==> src/logic/fxp_fmt_pkg.sv <==
// ~~~~~~~~~~~~~~~~~~~~~~~~~~~~~~~~~~~~~~~~~~~~~~~~~~~~~~~~~~
// number format of the fixed-point unit: word width, default
// fraction bits, pipeline and FIFO defaults, saturation limits
// ~~~~~~~~~~~~~~~~~~~~~~~~~~~~~~~~~~~~~~~~~~~~~~~~~~~~~~~~~~

`default_nettype none

package fxp_fmt_pkg;

    localparam int FP_WIDTH       = 16;  // bits per word
    localparam int FP_QFRAC       = 8;   // default fraction bits
    localparam int FP_DIV_LATENCY = 4;   // divider stages after its first register
    localparam int FP_FIFO_DEPTH  = 8;   // response buffer entries

    // two's complement Q word, binary point set by QFRAC
    typedef logic signed [FP_WIDTH-1:0] fx_word_t;

    // clamp targets on overflow
    localparam fx_word_t FX_MAX = {1'b0, {(FP_WIDTH-1){1'b1}}};
    localparam fx_word_t FX_MIN = {1'b1, {(FP_WIDTH-1){1'b0}}};

endpackage

`default_nettype wire

==> src/logic/fxp_op_pkg.sv <==
// ~~~~~~~~~~~~~~~~~~~~~~~~~~~~~~~~~~~~~~~~~~~~~~~~~~~~~~~~~~
// operations of the arithmetic unit: opcode encoding and the
// request, flag and response structs carried on the streams
// ~~~~~~~~~~~~~~~~~~~~~~~~~~~~~~~~~~~~~~~~~~~~~~~~~~~~~~~~~~

`default_nettype none

package fxp_op_pkg;

    import fxp_fmt_pkg::*;

    typedef enum logic [1:0] {
        OP_ADD = 2'd0,
        OP_SUB = 2'd1,
        OP_MUL = 2'd2,
        OP_DIV = 2'd3
    } fx_op_e;

    // request beat, 34 bits
    typedef struct packed {
        fx_op_e   op;
        fx_word_t a;
        fx_word_t b;
    } fx_req_t;

    typedef struct packed {
        logic sat;       // result was clamped
        logic div_zero;  // divisor was zero
    } fx_flags_t;

    // response beat, 20 bits; op is echoed back
    typedef struct packed {
        fx_op_e    op;
        fx_word_t  result;
        fx_flags_t flags;
    } fx_rsp_t;

endpackage

`default_nettype wire

==> src/logic/fx_addsub.sv <==
// ~~~~~~~~~~~~~~~~~~~~~~~~~~~~~~~~~~~~~~~~~~~~~~~~~~~~~~~~~~
// saturating adder/subtractor, result and flag one cycle later
// ~~~~~~~~~~~~~~~~~~~~~~~~~~~~~~~~~~~~~~~~~~~~~~~~~~~~~~~~~~

`timescale 1ns/1ns
`default_nettype none

module fx_addsub (
    input  logic                 clk,
    input  logic                 rst_n,
    input  fxp_fmt_pkg::fx_word_t a,
    input  fxp_fmt_pkg::fx_word_t b,
    input  logic                 sub,
    output fxp_fmt_pkg::fx_word_t sum,
    output logic                 sat
);

    import fxp_fmt_pkg::*;

    logic signed [FP_WIDTH:0] wide;  // one guard bit
    fx_word_t                 clamped;
    logic                     ovf;

    always_comb begin
        if (sub) begin
            wide = {a[FP_WIDTH-1], a} - {b[FP_WIDTH-1], b};
        end else begin
            wide = {a[FP_WIDTH-1], a} + {b[FP_WIDTH-1], b};
        end
        // guard bit and word sign disagree on overflow
        ovf = wide[FP_WIDTH] != wide[FP_WIDTH-1];
        if (!ovf) begin
            clamped = wide[FP_WIDTH-1:0];
        end else if (wide[FP_WIDTH]) begin
            clamped = FX_MIN;
        end else begin
            clamped = FX_MAX;
        end
    end

    always_ff @(posedge clk or negedge rst_n) begin
        if (!rst_n) begin
            sum <= '0;
            sat <= 1'b0;
        end else begin
            sum <= clamped;
            sat <= ovf;
        end
    end

endmodule

`default_nettype wire

==> src/logic/fx_arith_unit.sv <==
// ~~~~~~~~~~~~~~~~~~~~~~~~~~~~~~~~~~~~~~~~~~~~~~~~~~~~~~~~~~
// fixed-point arithmetic unit top: valid/ready request stream
// in, in-order valid/ready response stream out
// ~~~~~~~~~~~~~~~~~~~~~~~~~~~~~~~~~~~~~~~~~~~~~~~~~~~~~~~~~~

`timescale 1ns/1ns
`default_nettype none

module fx_arith_unit #(
    parameter int QFRAC      = fxp_fmt_pkg::FP_QFRAC,
    parameter int LATENCY    = fxp_fmt_pkg::FP_DIV_LATENCY,  // at least 1
    parameter int FIFO_DEPTH = fxp_fmt_pkg::FP_FIFO_DEPTH
) (
    input  logic                clk,
    input  logic                rst_n,
    input  logic                in_valid,
    output logic                in_ready,
    input  fxp_op_pkg::fx_req_t in_req,
    output logic                out_valid,
    input  logic                out_ready,
    output fxp_op_pkg::fx_rsp_t out_rsp
);

    import fxp_op_pkg::*;

    logic    in_fire;
    logic    rsp_valid;
    fx_rsp_t rsp;

    assign in_fire = in_valid & in_ready;  // request accepted this edge

    fx_exec #(
        .QFRAC   (QFRAC),
        .LATENCY (LATENCY)
    ) exec_i (
        .clk       (clk),
        .rst_n     (rst_n),
        .in_fire   (in_fire),
        .in_req    (in_req),
        .rsp_valid (rsp_valid),
        .rsp       (rsp)
    );

    // buffer also owns the request-side ready
    fx_result_fifo #(
        .DEPTH (FIFO_DEPTH)
    ) fifo_i (
        .clk       (clk),
        .rst_n     (rst_n),
        .wr_valid  (rsp_valid),
        .wr_rsp    (rsp),
        .in_fire   (in_fire),
        .in_ready  (in_ready),
        .out_valid (out_valid),
        .out_ready (out_ready),
        .out_rsp   (out_rsp)
    );

endmodule

`default_nettype wire

==> src/logic/fx_div.sv <==
// ~~~~~~~~~~~~~~~~~~~~~~~~~~~~~~~~~~~~~~~~~~~~~~~~~~~~~~~~~~
// pipelined fixed-point divider, LATENCY+1 cycles in to out.
// truncates toward zero, clamps, flags a zero divisor
// ~~~~~~~~~~~~~~~~~~~~~~~~~~~~~~~~~~~~~~~~~~~~~~~~~~~~~~~~~~

`timescale 1ns/1ns
`default_nettype none

module fx_div #(
    parameter int QFRAC   = fxp_fmt_pkg::FP_QFRAC,
    parameter int LATENCY = fxp_fmt_pkg::FP_DIV_LATENCY
) (
    input  logic                 clk,
    input  logic                 rst_n,
    input  fxp_fmt_pkg::fx_word_t a,
    input  fxp_fmt_pkg::fx_word_t b,
    output fxp_fmt_pkg::fx_word_t quot,
    output logic                 sat,
    output logic                 div_zero
);

    import fxp_fmt_pkg::*;

    // extra bit so MIN / -1 style quotients keep their sign
    localparam int FULLW = FP_WIDTH + QFRAC + 1;

    logic signed [FULLW-1:0] num_scaled;
    logic signed [FULLW-1:0] den_ext;
    logic signed [FULLW-1:0] raw_quot;
    logic                    den_zero;

    always_comb begin
        num_scaled = {{(QFRAC+1){a[FP_WIDTH-1]}}, a};
        num_scaled = num_scaled <<< QFRAC;
        den_zero   = b == '0;
        den_ext    = {{(QFRAC+1){b[FP_WIDTH-1]}}, b};
        if (den_zero) begin
            den_ext = FULLW'(1);  // keeps the divider defined, result replaced later
        end
        raw_quot = num_scaled / den_ext;
    end

    logic signed [FULLW-1:0] q_pipe   [0:LATENCY-1];
    logic                    dz_pipe  [0:LATENCY-1];
    logic                    neg_pipe [0:LATENCY-1];

    always_ff @(posedge clk) begin
        q_pipe[0]   <= raw_quot;
        dz_pipe[0]  <= den_zero;
        neg_pipe[0] <= a[FP_WIDTH-1];
        for (int i = 1; i < LATENCY; i++) begin
            q_pipe[i]   <= q_pipe[i-1];
            dz_pipe[i]  <= dz_pipe[i-1];
            neg_pipe[i] <= neg_pipe[i-1];
        end
    end

    logic signed [FULLW-1:0] q_last;
    fx_word_t                clamped;
    logic                    ovf;

    always_comb begin
        q_last = q_pipe[LATENCY-1];
        ovf    = q_last[FULLW-1:FP_WIDTH-1] != {(FULLW-FP_WIDTH+1){q_last[FULLW-1]}};
        if (dz_pipe[LATENCY-1]) begin
            clamped = neg_pipe[LATENCY-1] ? FX_MIN : FX_MAX;  // sign of numerator
        end else if (!ovf) begin
            clamped = q_last[FP_WIDTH-1:0];
        end else if (q_last[FULLW-1]) begin
            clamped = FX_MIN;
        end else begin
            clamped = FX_MAX;
        end
    end

    always_ff @(posedge clk or negedge rst_n) begin
        if (!rst_n) begin
            quot     <= '0;
            sat      <= 1'b0;
            div_zero <= 1'b0;
        end else begin
            quot     <= clamped;
            sat      <= ovf | dz_pipe[LATENCY-1];
            div_zero <= dz_pipe[LATENCY-1];
        end
    end

endmodule

`default_nettype wire

==> src/logic/fx_exec.sv <==
// ~~~~~~~~~~~~~~~~~~~~~~~~~~~~~~~~~~~~~~~~~~~~~~~~~~~~~~~~~~
// execution pipeline: feeds all three units every cycle, lines
// their results up at LATENCY+1 and picks the one for the op
// ~~~~~~~~~~~~~~~~~~~~~~~~~~~~~~~~~~~~~~~~~~~~~~~~~~~~~~~~~~

`timescale 1ns/1ns
`default_nettype none

module fx_exec #(
    parameter int QFRAC   = fxp_fmt_pkg::FP_QFRAC,
    parameter int LATENCY = fxp_fmt_pkg::FP_DIV_LATENCY
) (
    input  logic                clk,
    input  logic                rst_n,
    input  logic                in_fire,
    input  fxp_op_pkg::fx_req_t in_req,
    output logic                rsp_valid,
    output fxp_op_pkg::fx_rsp_t rsp
);

    import fxp_fmt_pkg::*;
    import fxp_op_pkg::*;

    typedef struct packed {
        fx_word_t  result;
        fx_flags_t flags;
    } unit_out_t;

    logic      sub_sel;
    fx_word_t  as_sum, mul_prod, div_quot;
    logic      as_sat, mul_sat, div_sat, div_dz;
    unit_out_t as_out, mul_out, as_al, mul_al;

    assign sub_sel = in_req.op == OP_SUB;

    fx_addsub addsub_i (.clk(clk), .rst_n(rst_n), .a(in_req.a), .b(in_req.b),
                        .sub(sub_sel), .sum(as_sum), .sat(as_sat));

    fx_mul #(.QFRAC(QFRAC)) mul_i (.clk(clk), .rst_n(rst_n), .a(in_req.a), .b(in_req.b),
                                   .prod(mul_prod), .sat(mul_sat));

    fx_div #(.QFRAC(QFRAC), .LATENCY(LATENCY)) div_i (
        .clk(clk), .rst_n(rst_n), .a(in_req.a), .b(in_req.b),
        .quot(div_quot), .sat(div_sat), .div_zero(div_dz)
    );

    assign as_out  = '{result: as_sum, flags: '{sat: as_sat, div_zero: 1'b0}};
    assign mul_out = '{result: mul_prod, flags: '{sat: mul_sat, div_zero: 1'b0}};

    // add/sub is 1 cycle, needs LATENCY more
    unit_out_t as_dly [0:LATENCY-1];
    always_ff @(posedge clk) begin
        as_dly[0] <= as_out;
        for (int i = 1; i < LATENCY; i++) begin
            as_dly[i] <= as_dly[i-1];
        end
    end
    assign as_al = as_dly[LATENCY-1];

    // mul is 2 cycles, needs LATENCY-1 more, possibly none
    if (LATENCY > 1) begin : g_mul_dly
        unit_out_t mul_dly [0:LATENCY-2];
        always_ff @(posedge clk) begin
            mul_dly[0] <= mul_out;
            for (int i = 1; i < LATENCY - 1; i++) begin
                mul_dly[i] <= mul_dly[i-1];
            end
        end
        assign mul_al = mul_dly[LATENCY-2];
    end else begin : g_mul_direct
        assign mul_al = mul_out;
    end

    logic [LATENCY:0] v_pipe;
    fx_op_e           op_pipe [0:LATENCY];

    always_ff @(posedge clk or negedge rst_n) begin
        if (!rst_n) begin
            v_pipe <= '0;
        end else begin
            v_pipe <= {v_pipe[LATENCY-1:0], in_fire};
        end
    end

    always_ff @(posedge clk) begin
        op_pipe[0] <= in_req.op;
        for (int i = 1; i <= LATENCY; i++) begin
            op_pipe[i] <= op_pipe[i-1];
        end
    end

    always_comb begin
        rsp_valid = v_pipe[LATENCY];
        rsp.op    = op_pipe[LATENCY];
        case (op_pipe[LATENCY])
            OP_ADD, OP_SUB: {rsp.result, rsp.flags} = as_al;
            OP_MUL:         {rsp.result, rsp.flags} = mul_al;
            default: begin  // OP_DIV
                rsp.result         = div_quot;
                rsp.flags.sat      = div_sat;
                rsp.flags.div_zero = div_dz;
            end
        endcase
    end

endmodule

`default_nettype wire

==> src/logic/fx_mul.sv <==
// ~~~~~~~~~~~~~~~~~~~~~~~~~~~~~~~~~~~~~~~~~~~~~~~~~~~~~~~~~~
// two-stage fixed-point multiplier; floor shift by QFRAC, then
// clamp to the word range. result lands 2 cycles after inputs
// ~~~~~~~~~~~~~~~~~~~~~~~~~~~~~~~~~~~~~~~~~~~~~~~~~~~~~~~~~~

`timescale 1ns/1ns
`default_nettype none

module fx_mul #(
    parameter int QFRAC = fxp_fmt_pkg::FP_QFRAC
) (
    input  logic                 clk,
    input  logic                 rst_n,
    input  fxp_fmt_pkg::fx_word_t a,
    input  fxp_fmt_pkg::fx_word_t b,
    output fxp_fmt_pkg::fx_word_t prod,
    output logic                 sat
);

    import fxp_fmt_pkg::*;

    localparam int PW = 2 * FP_WIDTH;

    logic signed [PW-1:0] prod_full;  // stage one, full product
    logic signed [PW-1:0] shifted;
    fx_word_t             clamped;
    logic                 ovf;

    always_ff @(posedge clk) begin
        prod_full <= a * b;
    end

    always_comb begin
        shifted = prod_full >>> QFRAC;  // arithmetic, rounds toward -inf
        // all dropped high bits must copy the word sign
        ovf = shifted[PW-1:FP_WIDTH-1] != {(PW-FP_WIDTH+1){shifted[PW-1]}};
        if (!ovf) begin
            clamped = shifted[FP_WIDTH-1:0];
        end else if (shifted[PW-1]) begin
            clamped = FX_MIN;
        end else begin
            clamped = FX_MAX;
        end
    end

    always_ff @(posedge clk or negedge rst_n) begin
        if (!rst_n) begin
            prod <= '0;
            sat  <= 1'b0;
        end else begin
            prod <= clamped;
            sat  <= ovf;
        end
    end

endmodule

`default_nettype wire

==> src/logic/fx_result_fifo.sv <==
// ~~~~~~~~~~~~~~~~~~~~~~~~~~~~~~~~~~~~~~~~~~~~~~~~~~~~~~~~~~
// fall-through response FIFO; in_ready comes from a credit count
// of stored entries plus requests still in the exec pipeline
// ~~~~~~~~~~~~~~~~~~~~~~~~~~~~~~~~~~~~~~~~~~~~~~~~~~~~~~~~~~

`timescale 1ns/1ns
`default_nettype none

module fx_result_fifo #(
    parameter int DEPTH = fxp_fmt_pkg::FP_FIFO_DEPTH
) (
    input  logic                clk,
    input  logic                rst_n,
    input  logic                wr_valid,
    input  fxp_op_pkg::fx_rsp_t wr_rsp,
    input  logic                in_fire,
    output logic                in_ready,
    output logic                out_valid,
    input  logic                out_ready,
    output fxp_op_pkg::fx_rsp_t out_rsp
);

    import fxp_op_pkg::*;

    localparam int AW = (DEPTH > 1) ? $clog2(DEPTH) : 1;
    localparam int CW = $clog2(DEPTH + 1);

    fx_rsp_t        mem [0:DEPTH-1];
    logic [AW-1:0]  wr_ptr, rd_ptr;
    logic [CW-1:0]  count;    // entries held
    logic [CW-1:0]  credits;  // entries held + requests in flight
    logic           out_fire;

    assign out_fire  = out_valid & out_ready;
    assign out_valid = count != '0;
    assign out_rsp   = mem[rd_ptr];             // head shows without a read cycle
    assign in_ready  = credits < CW'(DEPTH);

    always_ff @(posedge clk) begin
        if (wr_valid) begin
            mem[wr_ptr] <= wr_rsp;
        end
    end

    always_ff @(posedge clk or negedge rst_n) begin
        if (!rst_n) begin
            wr_ptr  <= '0;
            rd_ptr  <= '0;
            count   <= '0;
            credits <= '0;
        end else begin
            if (wr_valid) begin
                wr_ptr <= (wr_ptr == AW'(DEPTH - 1)) ? '0 : wr_ptr + 1'b1;
            end
            if (out_fire) begin
                rd_ptr <= (rd_ptr == AW'(DEPTH - 1)) ? '0 : rd_ptr + 1'b1;
            end
            // credits bound count, so a write never finds the buffer full
            case ({wr_valid, out_fire})
                2'b10:   count <= count + 1'b1;
                2'b01:   count <= count - 1'b1;
                default: count <= count;
            endcase
            case ({in_fire, out_fire})
                2'b10:   credits <= credits + 1'b1;
                2'b01:   credits <= credits - 1'b1;
                default: credits <= credits;
            endcase
        end
    end

endmodule

`default_nettype wire

==> config.mk <==
export PLATFORM = sky130hd
export DESIGN_NAME = fx_arith_unit
export DESIGN_NICKNAME = d
export VERILOG_FILES = /design/src/logic/fxp_fmt_pkg.sv /design/src/logic/fxp_op_pkg.sv /design/src/logic/fx_addsub.sv /design/src/logic/fx_arith_unit.sv /design/src/logic/fx_div.sv /design/src/logic/fx_exec.sv /design/src/logic/fx_mul.sv /design/src/logic/fx_result_fifo.sv
export SDC_FILE = /design/constraint.sdc
export NUM_CORES = 2
export LEC_CHECK = 0
export ABC_AREA = 1
export BUFFER_PORTS_ARGS = -buffer_cell sky130_fd_sc_hd__buf_2
export CELL_PAD_IN_SITES_DETAIL_PLACEMENT = 1
export CELL_PAD_IN_SITES_GLOBAL_PLACEMENT = 1
export CORE_AREA = 2 2 327 297
export DETAILED_ROUTE_END_ITERATION = 8
export DIE_AREA = 0 0 329 299
export HOLD_SLACK_MARGIN = 0.05
export PLACE_DENSITY = 0.9
export SYNTH_ARGS = -nofsm -noshare
export SYNTH_HDL_FRONTEND = slang
export SYNTH_SLANG_ARGS = --single-unit
export TNS_END_PERCENT = 20
==> constraint.sdc <==
create_clock -name clk -period 1.91 [get_ports clk]
set_input_delay 0.0955 -clock clk [delete_from_list [all_inputs] [get_ports clk]]
set_output_delay 0.0955 -clock clk [all_outputs]
set_load 0.03 [all_outputs]
==> results of run 1 <==
-- stage by stage --
step / TNS (ns) / setup slack, ns / cell area [sq um] / utilization, %
3_3_place_gp: -1258.93 / -45.95 / 54600 / 57.3
3_5_place_dp: -1538.64 / -55.87 / 54600 / 57.3
2_1_floorplan: -1213.74 / -44.45 / 43600 / -
4_1_cts: -1361.46 / -49.26 / 63000 / 66.2
-- cells by family after synthesis --
logic type | synth area share, %
AOI/OAI and AO/OA | 11.5
xor gates and xnor gates | 6.28
adders and majority gates | 25.2
buffers and inverters | 9.47
DFF | 27.8
muxes | 0.0472
other | 0.0177
and+or+nand+nor | 19.7
-- what timing repair did --
item,in CTS
hold buffers,6
pin swaps,385
cloned,7
buffers inserted,390
resized for setup,796
endpoints found under the hold margin,75
setup endpoints to repair,96
-- per-layer routing --
layer | GRT usage (%) | overflow
met1 | 90.6 | 325
met2 | 117 | 4200
met4 | 104 | 1281
met3 | 85.5 | 229
met5 | 70.1 | 32
==> run_results.csv, run 1 <==
group,metric,value,unit
global_route,grt_util_all_layers,98.2,%
logic_synthesis,synthFlopType,"dfxtp_1",
floorplan,initial_core_util,44.5,%
logic_synthesis,synth_cells,5285,
logic_synthesis,postSynthAreaPerCell,8.03,sq um
placement,placed_cells,7791,
placement,place_congestion,0.999,
floorplan,ios,60,
global_route,grt_max_degree,67,
logic_synthesis,synth_area,42400,sq um
logic_synthesis,synth_top_area_share,12.7,%
status,haltStage,"global routing",
logic_synthesis,ys_seq_area_share,27.8,%
logic_synthesis,synth_common_cells,"1125 x nand2_1, 780 x inv_1, 430 x ha_1",
logic_synthesis,post-synth-top-area-cell,"ha_1",
clock_tree,clockBufferDepth,3,
status,error,"[ERROR GRT-0116] Global routing finished with congestion. Check the congestion regions in the DRC Viewer.",
logic_synthesis,yosysUniqueCellTypes,76,
logic_synthesis,synthTopCellsByArea,"ha_1 13%, fa_1 13%, dfxtp_1 12%",
logic_synthesis,synth_edf_count,160,
clock_tree,cts_buffers,47,
logic_synthesis,yosysWarningCount,0,
logic_synthesis,async_flop_share,14.4,%
clock_tree,cts.sink_count,492,
logic_synthesis,synth_most_common_cell,"nand2_1",
clock_tree,cts_root_buffer,"clkbuf_16",
clock_tree,cts_max_level,2,
floorplan,num_rows,108,
global_route,grt_pass1_wl,702,mm
status,status,"aborted with a tool error",
placement,portBuffers,59,
logic_synthesis,ys_ff_latch,492,
global_route,grt_pass1_vias,79600,
floorplan,die_w,329,um
global_route,globalRouteOverflowTotal,6067,
floorplan,dieHeight,299,um
placement,hpwl,180,mm
==> run 2: changes to the inputs <==
--- a/config.mk
+++ b/config.mk
@@ -7,13 +7,10 @@
 export LEC_CHECK = 0
 export ABC_AREA = 1
 export BUFFER_PORTS_ARGS = -buffer_cell sky130_fd_sc_hd__buf_2
-export CELL_PAD_IN_SITES_DETAIL_PLACEMENT = 1
-export CELL_PAD_IN_SITES_GLOBAL_PLACEMENT = 1
-export CORE_AREA = 2 2 327 297
+export CORE_AREA = 2 2 329 331
 export DETAILED_ROUTE_END_ITERATION = 8
-export DIE_AREA = 0 0 329 299
-export HOLD_SLACK_MARGIN = 0.05
-export PLACE_DENSITY = 0.9
+export DIE_AREA = 0 0 331 333
+export PLACE_DENSITY_LB_ADDON = 0.15
 export SYNTH_ARGS = -nofsm -noshare
 export SYNTH_HDL_FRONTEND = slang
 export SYNTH_SLANG_ARGS = --single-unit
==> constraint.sdc (replaced) <==
create_clock -name clk -period 2.5 [get_ports clk]
set_input_delay 0.125 -clock clk [delete_from_list [all_inputs] [get_ports clk]]
set_output_delay 0.125 -clock clk [all_outputs]
set_load 0.03 [all_outputs]
==> run_results.csv, run 2 <==
group,metric,value,unit
global_route,grt_pass1_wl,209,mm
route,totalWireLength,135,mm
worst_setup_path,cp-startpoint,"in_req[0]",
sta,max_freq,21.3,MHz
logic_synthesis,yosysWarningCount,0,
logic_synthesis,post-synth-top-area-cell,"ha_1",
sta,holdWs,0.0291,ns
worst_setup_path,reg2reg_depth,13,
floorplan,die_w,331,um
logic_synthesis,synth_cells,5285,
route,dr_wl_met3,4.96,mm
route,postRouteAntennaNets,0,
logic_synthesis,synthFlopType,"dfxtp_1",
final_layout,final_cell_mix,"1791 x buf_4, 979 x nand2_1, 738 x inv_1",
worst_setup_path,r2r_slack,0.24,ns
clock_tree,cts.sink_count,492,
route,wl_per_cell,15.8,um
route,drtIter0Drc,2102,
route,drt-met1-wl,62.4,mm
global_route,globalRouteOverflowTotal,0,
logic_synthesis,postSynthAreaPerCell,8.03,sq um
status,status,"finished with violations",
worst_setup_path,slowest_stage,"or2_2",
status,violations,"negative setup slack",
logic_synthesis,synth_top_area_share,12.7,%
worst_setup_path,crit_buf_inv,135,
route,top_layer_used,"met5",
final_layout,largest_register,"fifo_i.mem",
sta,fin_skew,0.0584,ns
worst_setup_path,crit_path_start_kind,"input pin",
floorplan,ios,60,
route,wl_met2,64.7,mm
hold_path,worst_hold_path_type,"input pin to asynchronous set/reset pin",
worst_setup_path,cpLargestDelayFamily,"buffers and inverters",
logic_synthesis,synth_common_cells,"1125 x nand2_1, 780 x inv_1, 430 x ha_1",
final_layout,final_layout_size_suffix_gt1_share,39.9,%
global_route,grt_util_all_layers,23.9,%
logic_synthesis,synthTopCellsByArea,"ha_1 13%, fa_1 13%, dfxtp_1 12%",
floorplan,initial_core_util,39.8,%
logic_synthesis,synth_most_common_cell,"nand2_1",
logic_synthesis,synth_edf_count,160,
global_route,grt_max_degree,82,
global_route,antenna_found_initial,5,
final_layout,area_growth,50.8,%
logic_synthesis,synth-compound-area-share,11.5,%
final_layout,fin_nets,7864,
worst_setup_path,max_stage_delay,0.34,ns
final_layout,antenna_cells,0,
clock_tree,clockBufferDepth,3,
worst_setup_path,crit_fanout,8,
clock_tree,cts_max_level,2,
floorplan,coreArea,107000,sq um
worst_setup_path,crit_path_end_kind,"flop",
sta,tightest_slew,0.814,ns
logic_synthesis,ys_seq_area_share,27.8,%
worst_setup_path,crit_arrival,47.48,ns
logic_synthesis,synth_top_family_by_area,"adder cells",
worst_setup_path,critical_path_class,"input pin to flop",
final_layout,regArea,11800,sq um
global_route,grt_pass1_vias,40000,
route,drc,0,
final_layout,fillerInstances,9276,
final_layout,layout_commonest_cell,"buf_4",
floorplan,dieHeight,333,um
sta,layout_min_cycle_time,47.02,ns
placement,portBuffers,59,
clock_tree,cts.clk_slew.worst_paths,0.07,ns
sta,finalCritPeriodShare,1880,%
sta,rsz0062_at_grt,"true",
worst_setup_path,r2r_end,"fifo_i.credits[3]",
clock_tree,clk_latency,0.62,ns
logic_synthesis,yosys.area_share.adder,25.2,%
sta,slew_headroom,45.7,%
clock_tree,cts_tree,"done",
route,vias,40600,
sta,finalSetupViolations,66,
sta,worst_slack,-44.52,ns
route,avgViaCountPerCell,4.74,
clock_tree,cts_root_buffer,"clkbuf_16",
sta,final_max_slew_viol_count,0,
final_layout,largest_reg_flops,160,
final_layout,reg_top3,"fifo_i.mem: 160 flops, exec_i.div_i.q_pipe: 100 flops, exec_i.as_dly: 68 flops",
worst_setup_path,worstPathRequired,2.96,ns
worst_setup_path,cpMostUsedCell,"buf_4",
route,dr.pass1.iters,5,
logic_synthesis,synth_simple_gate_area_share,19.7,%
placement,hpwl,95.7,mm
clock_tree,cts_buffers,45,
placement,place_congestion,0.871,
logic_synthesis,yosysUniqueCellTypes,76,
sta,final_hold_viol_count,0,
worst_setup_path,r2r_start,"fifo_i.count[0]",
logic_synthesis,ys_ff_latch,492,
job,drv_cap,0,
final_layout,multi_input_area,30500,sq um
logic_synthesis,synth_xor_xnor_area_share,6.28,%
floorplan,die_area,110000,sq um
floorplan,num_rows,120,
logic_synthesis,synth_area,42400,sq um
logic_synthesis,async_flop_share,14.4,%
logic_synthesis,synth.area.mux_share,0.0472,%
## run 2: layout make-up
type / instances / share of cell area [%]
repair buffers: 1933 / 23.5
inverters: 847 / 5.11
multi-input cells: 3812 / 47.7
clock inverters: 19 / 0.360
flip-flops and latches: 492 / 18.5
clock buffers: 65 / 2.10
well taps: 1403 / 2.74
## run 2: how the worst max path moves through the flow
stage	endpoint	slack, ns	cells past startpoint
floorplan	exec_i.div_i.q_pipe[0][19]	-43.89	406
global placement	exec_i.div_i.q_pipe[0][20]	-45.63	388
detailed placement	exec_i.div_i.q_pipe[0][22]	-46.65	394
CTS	exec_i.div_i.q_pipe[0][16]	-43.49	413
global route	exec_i.div_i.q_pipe[0][19]	-47.61	415
finish	exec_i.div_i.q_pipe[0][19]	-44.52	388
## run 2: per-stage QoR
stage	util, %	area, sq um	TNS (ns)	setup WS [ns]	std cells
final	60.0	64000	-1178.08	-44.52	8571
after global routing	60.0	64000	-1264.94	-47.61	8571
after CTS	57.5	61300	-1157.94	-43.49	8482
after detailed placement	51.3	54700	-1271.51	-46.65	7944
after global placement	51.3	54700	-1245.42	-45.63	7944
after floorplan	-	43400	-1184.24	-43.89	5310
## run 2: routing by layer
layer	track usage, %	vias up
met5	0	-
met4	5.85	2
met3	2.49	195
met2	40.5	663
met1	32.4	19200
li1	-	20600
## run 2: repair_timing
item                       CTS  global route
gates resized for setup    355           413
gates cloned                 5             1
setup endpoints to repair   66            78
pin swaps                  253           350
hold endpoints to repair    48             0
hold buffers                 6             0
setup buffers              445            97
## run 2: worst register-to-register path: stages (launching register included)
cell,delay (ns)
dfrtp_1,0.39
inv_1,0.12
nand3_1,0.11
nand2_1,0.07
inv_1,0.13
ha_1,0.26
ha_1,0.33
nand2_1,0.08
nor2_1,0.04
a211oi_1,0.24
nor2_1,0.07
nor2_1,0.09
nand2_1,0.07
xor2_1,0.14
## run 2: cell families after synthesis
group	count (synthesis)
XOR/XNOR	304
adder cells (fa/ha/maj)	695
flip-flops	492
AO/OA/AOI/OAI	835
buffers and inverters	1009
other	2
AND/OR/NAND/NOR	1946
multiplexers	2
Power of run 2 is not shown: default switching activity piles up to over one toggle a cycle in this logic, so the estimate is an artifact.
